==> src/hdl/mips_consts.svh <==
// Widths, register count and MIPS encodings shared by the decode stage.
// Opcodes and function codes follow the standard MIPS I numbering.
// Only the decoded subset is listed here.
`ifndef MIPS_CONSTS_SVH
`define MIPS_CONSTS_SVH

// ========================================
// widths
// ========================================
`define MIPS_XLEN 32
`define MIPS_NREG 32
`define MIPS_RADDR_W 5

// ========================================
// opcodes, instr[31:26]
// ========================================
`define OP_RTYPE 6'h00
`define OP_REGIMM 6'h01
`define OP_J 6'h02
`define OP_JAL 6'h03
`define OP_BEQ 6'h04
`define OP_BNE 6'h05
`define OP_BLEZ 6'h06
`define OP_BGTZ 6'h07
`define OP_ADDI 6'h08
`define OP_ADDIU 6'h09
`define OP_SLTI 6'h0a
`define OP_ANDI 6'h0c
`define OP_ORI 6'h0d
`define OP_LUI 6'h0f
`define OP_LB 6'h20
`define OP_LW 6'h23
`define OP_LBU 6'h24
`define OP_SW 6'h2b

// ========================================
// function codes for R-type, instr[5:0]
// ========================================
`define FN_JR 6'h08
`define FN_JALR 6'h09
`define FN_ADD 6'h20
`define FN_ADDU 6'h21
`define FN_SUB 6'h22
`define FN_AND 6'h24
`define FN_OR 6'h25
`define FN_SLT 6'h2a

`endif

==> src/hdl/mips_pkg.sv <==
// Types shared by the decode stage blocks and by the execute side.
// Every encoding with value zero is the inactive one, so an all-zero
// pipeline register is a bubble.
`include "mips_consts.svh"

package mips_pkg;

	// ========================================
	// instruction layouts
	// ========================================
	typedef struct packed {
		logic [5:0] op;
		logic [`MIPS_RADDR_W-1:0] rs;
		logic [`MIPS_RADDR_W-1:0] rt;
		logic [`MIPS_RADDR_W-1:0] rd;
		logic [4:0] shamt;
		logic [5:0] funct;
	} r_fmt_t;

	typedef struct packed {
		logic [5:0] op;
		logic [`MIPS_RADDR_W-1:0] rs;
		logic [`MIPS_RADDR_W-1:0] rt;
		logic [15:0] imm;
	} i_fmt_t;

	typedef struct packed {
		logic [5:0] op;
		logic [25:0] target;
	} j_fmt_t;

	// one word, read as R, I or J format depending on the block
	typedef union packed {
		r_fmt_t r;
		i_fmt_t i;
		j_fmt_t j;
	} instr_u;

	// ========================================
	// encodings
	// ========================================
	typedef enum logic [5:0] {
		ALU_NOP = 6'd0,
		ALU_ADD = 6'd1,
		ALU_SUB = 6'd2,
		ALU_AND = 6'd3,
		ALU_OR = 6'd4,
		ALU_SLT = 6'd5,
		ALU_LUI = 6'd6,
		// pass pc4 through for jal and jalr
		ALU_PC4 = 6'd7
	} alu_op_e;

	typedef enum logic [1:0] {LD_WORD = 2'd0, LD_BYTE = 2'd1, LD_UBYTE = 2'd2} load_kind_e;

	typedef enum logic [1:0] {EXT_SIGN = 2'd0, EXT_ZERO = 2'd1, EXT_UPPER = 2'd2} ext_mode_e;

	typedef enum logic [2:0] {
		BR_NONE = 3'd0,
		BR_EQ = 3'd1,
		BR_NE = 3'd2,
		BR_LEZ = 3'd3,
		BR_GTZ = 3'd4,
		BR_LTZ = 3'd5,
		BR_GEZ = 3'd6
	} branch_op_e;

	typedef enum logic [1:0] {JMP_NONE = 2'd0, JMP_TARGET = 2'd1, JMP_REG = 2'd2} jump_kind_e;

	// ========================================
	// control bundles
	// ========================================
	typedef struct packed {
		alu_op_e alu_op;
		logic alu_src;
		logic reg_dst;
		logic alu_pc4;
	} ex_ctrl_t;

	typedef struct packed {
		logic mem_read;
		logic mem_write;
	} mem_ctrl_t;

	typedef struct packed {
		load_kind_e load_kind;
		logic mem_to_reg;
		logic reg_write;
	} wb_ctrl_t;

	typedef struct packed {
		ex_ctrl_t ex;
		mem_ctrl_t mem;
		wb_ctrl_t wb;
		logic [`MIPS_XLEN-1:0] rs_data;
		logic [`MIPS_XLEN-1:0] rt_data;
		logic [`MIPS_RADDR_W-1:0] rs_addr;
		logic [`MIPS_RADDR_W-1:0] rt_addr;
		logic [`MIPS_RADDR_W-1:0] rd_addr;
		logic [`MIPS_XLEN-1:0] pc4;
		logic [`MIPS_XLEN-1:0] imm_ext;
	} id_ex_t;

endpackage

==> src/hdl/branch_unit.sv <==
// Branch and jump resolution in decode.
// Conditions use signed compares of the raw register values; no forwarding,
// so the operands must already be in the register file.
`timescale 1ns/10ps
`include "mips_consts.svh"

module branch_unit (
	input  mips_pkg::instr_u      i_instr,
	input  logic [`MIPS_XLEN-1:0] i_rs_data,
	input  logic [`MIPS_XLEN-1:0] i_rt_data,
	output logic                  o_taken,
	output mips_pkg::jump_kind_e  o_jump_kind,
	output logic                  o_link
);

	import mips_pkg::*;

	branch_op_e br_op;
	logic is_jr_fn;
	logic is_jalr_fn;
	logic signed [`MIPS_XLEN-1:0] rs_s;

	assign rs_s = $signed(i_rs_data);

	// register jumps are R-type with the jr or jalr function
	assign is_jr_fn = (i_instr.r.op == `OP_RTYPE) && (i_instr.r.funct == `FN_JR);
	assign is_jalr_fn = (i_instr.r.op == `OP_RTYPE) && (i_instr.r.funct == `FN_JALR);

	// ========================================
	// branch kind
	// ========================================
	always_comb begin
		case (i_instr.i.op)
			`OP_BEQ: br_op = BR_EQ;
			`OP_BNE: br_op = BR_NE;
			`OP_BLEZ: br_op = BR_LEZ;
			`OP_BGTZ: br_op = BR_GTZ;
			// bltz when rt[0] is 0, bgez when 1
			`OP_REGIMM: br_op = i_instr.i.rt[0] ? BR_GEZ : BR_LTZ;
			default: br_op = BR_NONE;
		endcase
	end

	// ========================================
	// condition
	// ========================================
	always_comb begin
		case (br_op)
			BR_EQ: o_taken = (i_rs_data == i_rt_data);
			BR_NE: o_taken = (i_rs_data != i_rt_data);
			BR_LEZ: o_taken = (rs_s <= 0);
			BR_GTZ: o_taken = (rs_s > 0);
			BR_LTZ: o_taken = (rs_s < 0);
			BR_GEZ: o_taken = (rs_s >= 0);
			default: o_taken = 1'b0;
		endcase
	end

	// ========================================
	// jumps
	// ========================================
	always_comb begin
		if (i_instr.j.op == `OP_J || i_instr.j.op == `OP_JAL) begin
			o_jump_kind = JMP_TARGET;
		end else if (is_jr_fn || is_jalr_fn) begin
			o_jump_kind = JMP_REG;
		end else begin
			o_jump_kind = JMP_NONE;
		end
	end

	assign o_link = (i_instr.j.op == `OP_JAL) || is_jalr_fn;

endmodule

==> src/hdl/decode_stage.sv <==
// Decode stage of the five-stage MIPS pipeline.
// Branch and jump outputs are combinational in the decode cycle; everything
// for execute is registered in o_id_ex one clock later. No stalls or flushes.
// The writeback port writes the register file directly.
`timescale 1ns/10ps
`include "mips_consts.svh"

module decode_stage (
	input  logic                     i_clk,
	input  logic                     i_nrst,
	input  logic [`MIPS_XLEN-1:0]    i_instr,
	input  logic [`MIPS_XLEN-1:0]    i_pc4,
	input  logic                     i_wb_we,
	input  logic [`MIPS_RADDR_W-1:0] i_wb_addr,
	input  logic [`MIPS_XLEN-1:0]    i_wb_data,
	output logic                     o_branch_taken,
	output mips_pkg::jump_kind_e     o_jump_kind,
	output logic [`MIPS_XLEN-1:0]    o_branch_target,
	output logic [`MIPS_XLEN-1:0]    o_jump_target,
	output mips_pkg::id_ex_t         o_id_ex
);

	import mips_pkg::*;

	// jal links into $ra
	localparam logic [`MIPS_RADDR_W-1:0] RA_REG = `MIPS_RADDR_W'(31);

	instr_u instr;
	logic [`MIPS_XLEN-1:0] rs_data;
	logic [`MIPS_XLEN-1:0] rt_data;
	ex_ctrl_t ex_ctrl;
	mem_ctrl_t mem_ctrl;
	wb_ctrl_t wb_ctrl;
	ext_mode_e ext_mode;
	logic link;
	logic [`MIPS_XLEN-1:0] imm_ext;
	id_ex_t id_ex_d;

	assign instr = instr_u'(i_instr);

	// ========================================
	// blocks
	// ========================================
	reg_bank u_reg_bank (
		.i_clk     (i_clk),
		.i_nrst    (i_nrst),
		.i_rs_addr (instr.r.rs),
		.i_rt_addr (instr.r.rt),
		.i_we      (i_wb_we),
		.i_wr_addr (i_wb_addr),
		.i_wr_data (i_wb_data),
		.o_rs_data (rs_data),
		.o_rt_data (rt_data)
	);

	main_control u_main_control (
		.i_instr    (instr),
		.o_ex       (ex_ctrl),
		.o_mem      (mem_ctrl),
		.o_wb       (wb_ctrl),
		.o_ext_mode (ext_mode)
	);

	branch_unit u_branch_unit (
		.i_instr     (instr),
		.i_rs_data   (rs_data),
		.i_rt_data   (rt_data),
		.o_taken     (o_branch_taken),
		.o_jump_kind (o_jump_kind),
		.o_link      (link)
	);

	imm_target_gen u_imm_target_gen (
		.i_instr         (instr),
		.i_ext_mode      (ext_mode),
		.i_pc4           (i_pc4),
		.o_imm_ext       (imm_ext),
		.o_branch_target (o_branch_target),
		.o_jump_target   (o_jump_target)
	);

	// ========================================
	// ID/EX register
	// ========================================
	always_comb begin
		id_ex_d.ex = ex_ctrl;
		id_ex_d.ex.alu_pc4 = link;
		id_ex_d.mem = mem_ctrl;
		id_ex_d.wb = wb_ctrl;
		id_ex_d.rs_data = rs_data;
		id_ex_d.rt_data = rt_data;
		id_ex_d.rs_addr = instr.r.rs;
		id_ex_d.rt_addr = instr.r.rt;
		// link with a target jump is jal, jalr keeps rd
		if (link && o_jump_kind == JMP_TARGET) begin
			id_ex_d.rd_addr = RA_REG;
		end else begin
			id_ex_d.rd_addr = instr.r.rd;
		end
		id_ex_d.pc4 = i_pc4;
		id_ex_d.imm_ext = imm_ext;
	end

	always_ff @(posedge i_clk, negedge i_nrst) begin
		if (!i_nrst) begin
			o_id_ex <= '0;
		end else begin
			o_id_ex <= id_ex_d;
		end
	end

	// writeback enable downstream must always be defined
	a_wb_known: assert property (
		@(posedge i_clk) disable iff (!i_nrst)
		!$isunknown(o_id_ex.wb.reg_write)
	) else $error("decode_stage: reg_write in ID/EX is unknown");

endmodule

==> src/hdl/imm_target_gen.sv <==
// Immediate extension plus branch and jump target arithmetic.
// Branch target is relative to pc4; the jump target keeps the pc4 segment.
`timescale 1ns/10ps
`include "mips_consts.svh"

module imm_target_gen (
	input  mips_pkg::instr_u      i_instr,
	input  mips_pkg::ext_mode_e   i_ext_mode,
	input  logic [`MIPS_XLEN-1:0] i_pc4,
	output logic [`MIPS_XLEN-1:0] o_imm_ext,
	output logic [`MIPS_XLEN-1:0] o_branch_target,
	output logic [`MIPS_XLEN-1:0] o_jump_target
);

	import mips_pkg::*;

	logic [`MIPS_XLEN-1:0] imm_sx;

	assign imm_sx = {{16{i_instr.i.imm[15]}}, i_instr.i.imm};

	// extension by mode
	always_comb begin
		case (i_ext_mode)
			EXT_ZERO: o_imm_ext = {16'h0000, i_instr.i.imm};
			EXT_UPPER: o_imm_ext = {i_instr.i.imm, 16'h0000};
			default: o_imm_ext = imm_sx;
		endcase
	end

	// word offset, always sign extended whatever the mode
	assign o_branch_target = i_pc4 + {imm_sx[`MIPS_XLEN-3:0], 2'b00};

	assign o_jump_target = {i_pc4[`MIPS_XLEN-1:28], i_instr.j.target, 2'b00};

endmodule

==> src/hdl/main_control.sv <==
// Main decoder for the supported MIPS subset.
// alu_pc4 is always low here; the top merges the link flag from branch_unit.
// Unknown opcodes and function codes give all-zero control.
`timescale 1ns/10ps
`include "mips_consts.svh"

module main_control (
	input  mips_pkg::instr_u    i_instr,
	output mips_pkg::ex_ctrl_t  o_ex,
	output mips_pkg::mem_ctrl_t o_mem,
	output mips_pkg::wb_ctrl_t  o_wb,
	output mips_pkg::ext_mode_e o_ext_mode
);

	import mips_pkg::*;

	always_comb begin
		o_ex = '0;
		o_mem = '0;
		o_wb = '0;
		o_ext_mode = EXT_SIGN;

		case (i_instr.r.op)
			`OP_RTYPE: begin
				o_ex.reg_dst = 1'b1;
				o_wb.reg_write = 1'b1;
				case (i_instr.r.funct)
					`FN_ADD, `FN_ADDU: o_ex.alu_op = ALU_ADD;
					`FN_SUB: o_ex.alu_op = ALU_SUB;
					`FN_AND: o_ex.alu_op = ALU_AND;
					`FN_OR: o_ex.alu_op = ALU_OR;
					`FN_SLT: o_ex.alu_op = ALU_SLT;
					// link into rd
					`FN_JALR: o_ex.alu_op = ALU_PC4;
					// jr and unknown functions write nothing
					default: begin
						o_ex.reg_dst = 1'b0;
						o_wb.reg_write = 1'b0;
					end
				endcase
			end
			`OP_ADDI, `OP_ADDIU, `OP_SLTI, `OP_ANDI, `OP_ORI, `OP_LUI: begin
				o_ex.alu_src = 1'b1;
				o_wb.reg_write = 1'b1;
				case (i_instr.i.op)
					`OP_SLTI: o_ex.alu_op = ALU_SLT;
					`OP_ANDI: o_ex.alu_op = ALU_AND;
					`OP_ORI: o_ex.alu_op = ALU_OR;
					`OP_LUI: o_ex.alu_op = ALU_LUI;
					default: o_ex.alu_op = ALU_ADD;
				endcase
				if (i_instr.i.op == `OP_ANDI || i_instr.i.op == `OP_ORI) begin
					o_ext_mode = EXT_ZERO;
				end else if (i_instr.i.op == `OP_LUI) begin
					o_ext_mode = EXT_UPPER;
				end
			end
			`OP_LW, `OP_LB, `OP_LBU: begin
				o_ex.alu_op = ALU_ADD;
				o_ex.alu_src = 1'b1;
				o_mem.mem_read = 1'b1;
				o_wb.mem_to_reg = 1'b1;
				o_wb.reg_write = 1'b1;
				if (i_instr.i.op == `OP_LB) begin
					o_wb.load_kind = LD_BYTE;
				end else if (i_instr.i.op == `OP_LBU) begin
					o_wb.load_kind = LD_UBYTE;
				end
			end
			`OP_SW: begin
				o_ex.alu_op = ALU_ADD;
				o_ex.alu_src = 1'b1;
				o_mem.mem_write = 1'b1;
			end
			// destination 31 is chosen at the top
			`OP_JAL: begin
				o_ex.alu_op = ALU_PC4;
				o_ex.reg_dst = 1'b1;
				o_wb.reg_write = 1'b1;
			end
			// branches and j need no execute or writeback control
			default: ;
		endcase
	end

	always_comb begin
		a_mem_excl: assert (!(o_mem.mem_read && o_mem.mem_write))
			else $error("main_control: load and store strobes both high");
	end

endmodule

==> src/hdl/reg_bank.sv <==
// 32 x 32 register file, two combinational read ports, one write port.
// Reads have no write-through; a write is seen from the edge it lands on.
// Register 0 is never written, so it reads as zero after reset.
`timescale 1ns/10ps
`include "mips_consts.svh"

module reg_bank (
	input  logic                     i_clk,
	input  logic                     i_nrst,
	input  logic [`MIPS_RADDR_W-1:0] i_rs_addr,
	input  logic [`MIPS_RADDR_W-1:0] i_rt_addr,
	input  logic                     i_we,
	input  logic [`MIPS_RADDR_W-1:0] i_wr_addr,
	input  logic [`MIPS_XLEN-1:0]    i_wr_data,
	output logic [`MIPS_XLEN-1:0]    o_rs_data,
	output logic [`MIPS_XLEN-1:0]    o_rt_data
);

	logic [`MIPS_XLEN-1:0] regs [`MIPS_NREG];

	// write port, register 0 blocked here
	always_ff @(posedge i_clk, negedge i_nrst) begin
		if (!i_nrst) begin
			for (int k = 0; k < `MIPS_NREG; k++) begin
				regs[k] <= '0;
			end
		end else if (i_we && (i_wr_addr != '0)) begin
			regs[i_wr_addr] <= i_wr_data;
		end
	end

	// plain array reads
	assign o_rs_data = regs[i_rs_addr];
	assign o_rt_data = regs[i_rt_addr];

	// entry 0 must stay cleared across every write cycle
	a_zero_reg: assert property (
		@(posedge i_clk) disable iff (!i_nrst)
		(i_rs_addr == '0) |-> (o_rs_data == '0)
	) else $error("reg_bank: register 0 read back nonzero %h", o_rs_data);

endmodule

==> config.mk <==
export PLATFORM = sky130hd
export DESIGN_NAME = decode_stage
export DESIGN_NICKNAME = d
export VERILOG_FILES = /design/src/hdl/mips_pkg.sv /design/src/hdl/branch_unit.sv /design/src/hdl/decode_stage.sv /design/src/hdl/imm_target_gen.sv /design/src/hdl/main_control.sv /design/src/hdl/reg_bank.sv
export VERILOG_INCLUDE_DIRS = /design/src /design/src/hdl
export SDC_FILE = /design/constraint.sdc
export NUM_CORES = 2
export LEC_CHECK = 0
export BUFFER_PORTS_ARGS = -buffer_cell sky130_fd_sc_hd__buf_4
export CORE_ASPECT_RATIO = 1.2
export CORE_MARGIN = 10
export CORE_UTILIZATION = 30
export DETAILED_ROUTE_END_ITERATION = 7
export MAX_ROUTING_LAYER = met4
export SYNTH_ARGS = -nofsm -noshare
export SYNTH_HDL_FRONTEND = slang
export SYNTH_SLANG_ARGS = --single-unit
export TNS_END_PERCENT = 30
==> constraint.sdc <==
create_clock -name i_clk -period 7.6 [get_ports i_clk]
set_clock_uncertainty 0.1 [all_clocks]
set_input_delay 0 -clock i_clk [delete_from_list [all_inputs] [get_ports i_clk]]
set_output_delay 0 -clock i_clk [all_outputs]
set_load 0.02 [all_outputs]
==> impl_results.md <==
* Clk pin slew, worst setup/hold paths at 0.07 ns
* Syn Area/Cell at 13.9 µm²
* Register bit total from synthesis at 1,178
* P&R area growth vs syn at 17.4%
* Synthesis Warnings at 0
* CTS buffer count at 119
* Final ANT Viol Nets at 0
* Via count at 41,600
* Vias in the first global route at 43,000
* Mapped cell area at 60,600 µm²
* Clk Latency, worst-skew pair at 0.78 ns
* Number of synthesized flops with an enable pin at 0
* Yosys top cell by area: dfrtp_1
* HPWL Detailed at 134,000 µm
* Fmax at 164 MHz
* Core area at 201,000 µm²
* Post-placement cell count at 6,978
* Fin. Hold Viols at 0
* Critical-path cell list: dlygate4sd3_1 > buf_8 > buf_12 > buf_4 > mux2i_1 > o22ai_1 > nor4_1 > nand3_1 > xnor2_1 > nand4_1 > nor4_1 > a31oi_1 > mux2i_1 > nand3_1 > buf_4
* First DRT Iteration DRCs at 3,968
* Peak VDD IR at 0.000191 V
* Worst Path Required at 7.50 ns
* Top cell type's share of synthesized area at 48.6%
* Die Width at 430 µm
* Initial core utilization at 30.2%
* Crit-path max FO at 50
* Min-delay worst type: in2reg
* IO Port Bufs at 323
* Synth async-reset ratio at 100%
* Clk buf depth at 3
* Routed wire per std cell at 30.0 µm
* Finished Layout Cells at 7,374
* Setup ws final at 1.52 ns
* CTS Root Cell: clkbuf_16
* Finished Core Util at 35.5%
* Worst-margin pin slew at 1.33 ns
* Critical path startpoint category: input pin
* Remaining DRCs at 0
* Prevailing post-synth register cell: dfrtp_1
* Leak at 31.2 nW
* CP Capture Type: output port
* Via density at 5.65
* Gr ovfl total at 0
* Status: finished, final reports clean
* Post-Syn Instances at 4,374
* Site Rows at 180
* Final nets at 4,762
* Share of cells above drive strength 1 at 42.5%
* Sequential-to-total area share from yosys stat at 48.6%
* Placed Area at 65,500 µm²
* CTS tree: built
* CP max stage delay at 0.75 ns
* Kind of critical path: in2out
* Final instance area at 71,100 µm²
* I/O pins at 329
* Total Wirelength at 221,000 µm
* CTS Sinks at 1,178
* Total of max-cap violations at 0
* RSZ-0062 raised after global routing: false
* Max Slew Vio Count at 0
* Setup_tns at 0 ns
* Total Die Area at 221,000 µm²
* Relative slew margins at 10.7%
* Initial antenna violation count at 18
* Post-Place Worst Slack at 2.28 ns
* Pwr Density at 257 nW/µm²
* Final Setup Violations at 0
* H-tree levels at 3
* Distinct cells, synth at 70
* Post-layout minimum cycle time at 6.08 ns
* Die height at 512 µm
* Ranking of synthesized cells by area: dfrtp_1 49%, mux2_2 19%, mux4_2 11%
* Tcrit/Tclk final at 80.0%
* Final RePlAce weighted congestion at 0.852
* First-pass GRT wire length at 318,000 µm
* All-layer global routing usage at 20.0%
* First-pass DRT Iterations at 5
* Worst path arrival time at 5.98 ns
* Crit path max-delay cell type: xnor2_1
* PostCTS Resize Cnt at 0
* Largest net degree at the start of global routing at 175
## cell usage after synthesis, types with 6 or more instances
library cell / n
dfrtp_1: 1178
mux2_2: 1010
mux2i_1: 418
mux4_2: 309
clkbuf_1: 264
o22ai_1: 155
buf_2: 84
buf_1: 69
a22oi_1: 68
nand2_1: 67
nor2_1: 66
buf_4: 50
nor4_1: 48
a221oi_1: 45
xnor2_1: 44
o21ai_0: 42
a21oi_1: 39
nand3_1: 35
o211ai_1: 32
ha_1: 31
a21o_1: 28
inv_1: 28
nor2b_1: 27
and2_1: 22
nand2b_1: 22
nand4_1: 19
xor2_1: 14
nor3_1: 12
nor3b_1: 11
a31oi_1: 9
o221ai_1: 9
and3_1: 7
o22a_1: 7
o2bb2ai_1: 7
or2_2: 7
a211oi_1: 6
a22o_1: 6
and4_1: 6
or4b_2: 6
## layout make-up
type                    count  area, µm²
fillers                 19300     130000
flip-flops and latches   1178      29500
multi-input cells        2699      29200
repair buffers            599       5160
clock buffers             172       3440
well taps                2639       3300
clock inverters            45        453
inverters                  29        109
diodes                     13       32.5
## final timing paths
| kind | startpoint | end | slack (ns) | cells past startpoint |
|---|---|---|---|---|
| max in group asynchronous | i_nrst | o_id_ex[43]$_DFF_PN0_ | 5.49 | 5 |
| hold reg to reg | u_reg_bank.regs[1000]$_DFFE_PN0P_ | u_reg_bank.regs[1000]$_DFFE_PN0P_ | 0.30 | 0 |
| setup reg to reg | u_reg_bank.regs[801]$_DFFE_PN0P_ | o_id_ex[112]$_DFF_PN0_ | 5.13 | 5 |
| min in group asynchronous | i_nrst | o_id_ex[118]$_DFF_PN0_ | 0.41 | 4 |
| hold / removal | i_instr[0] | o_id_ex[16]$_DFF_PN0_ | 0.06 | 3 |
| setup / recovery | i_instr[22] | o_branch_taken | 1.52 | 15 |
## layout by cell type (no fill, tap or decap), drive strengths merged, types with 11 or more instances in the layout
cell type	count
a21o	28
a21oi	39
a221oi	45
a22oi	70
and2	22
buf	434
clkbuf	172
clkinv	30
dfrtp	1178
diode	13
dlygate4sd3	165
ha	31
inv	34
mux2	1010
mux2i	418
mux4	309
nand2	67
nand2b	22
nand3	35
nand4	19
nor2	67
nor2b	27
nor3	12
nor3b	11
nor4	49
o211ai	32
o21ai	42
o22ai	155
xnor2	44
xor2	14
## critical path, delay by kind of cell
kind	cells	cell delay, ns
AO/OA/AOI/OAI	2	0.44
XOR/XNOR	1	0.75
buffers and inverters	5	2.09
multiplexers	2	0.60
AND/OR/NAND/NOR	5	1.90
## per-stage QoR
step | hold WS (ns) | power [mW]
after floorplan | -0.396 | 10.7
after global placement | -0.0849 | 12.2
after detailed placement | -0.0755 | 12.3
after CTS | 0.00213 | 18.4
after global routing | 0.0579 | 19.0
final | 0.0592 | 18.3
## registers in the layout (all words and copies together), names as in the netlist
name             flops
o_id_ex            154
u_reg_bank.regs   1024
## power by group
group          internal (mW)  switching, mW
combinational           2.08           1.93
clock                   3.34           2.66
sequential              7.41          0.888
## layer usage
layer  vias to the layer above  part of all wire, %  track usage [%]  wire, µm
met1                     22400                   41             24.7     90400
met2                      1664                   48             32.3    107000
met3                       475                  6.2             3.28     13800
li1                      17100                    -                -         -
met4                         0                  4.6             8.61     10100
met5                         -                    0                -         0
## cell families after synthesis
family          count (synthesis)  share of synthesized area [%]
compound gates                486                           5.56
xor+xnor                       58                          0.838
fa+ha+maj                      32                          0.673
buf+inv                       501                           3.65
flops                        1178                           48.6
mux                          1737                           37.1
other cells                     1                        0.00619
simple gates                  381                           3.50
## what timing repair did
item | CTS | global route
hold endpoints to repair | 1868 | 0
buffers inserted | 0 | 0
setup endpoints to repair | 0 | 0
hold buffers | 166 | 0
Note: power is estimated with default switching activity, not from simulation.
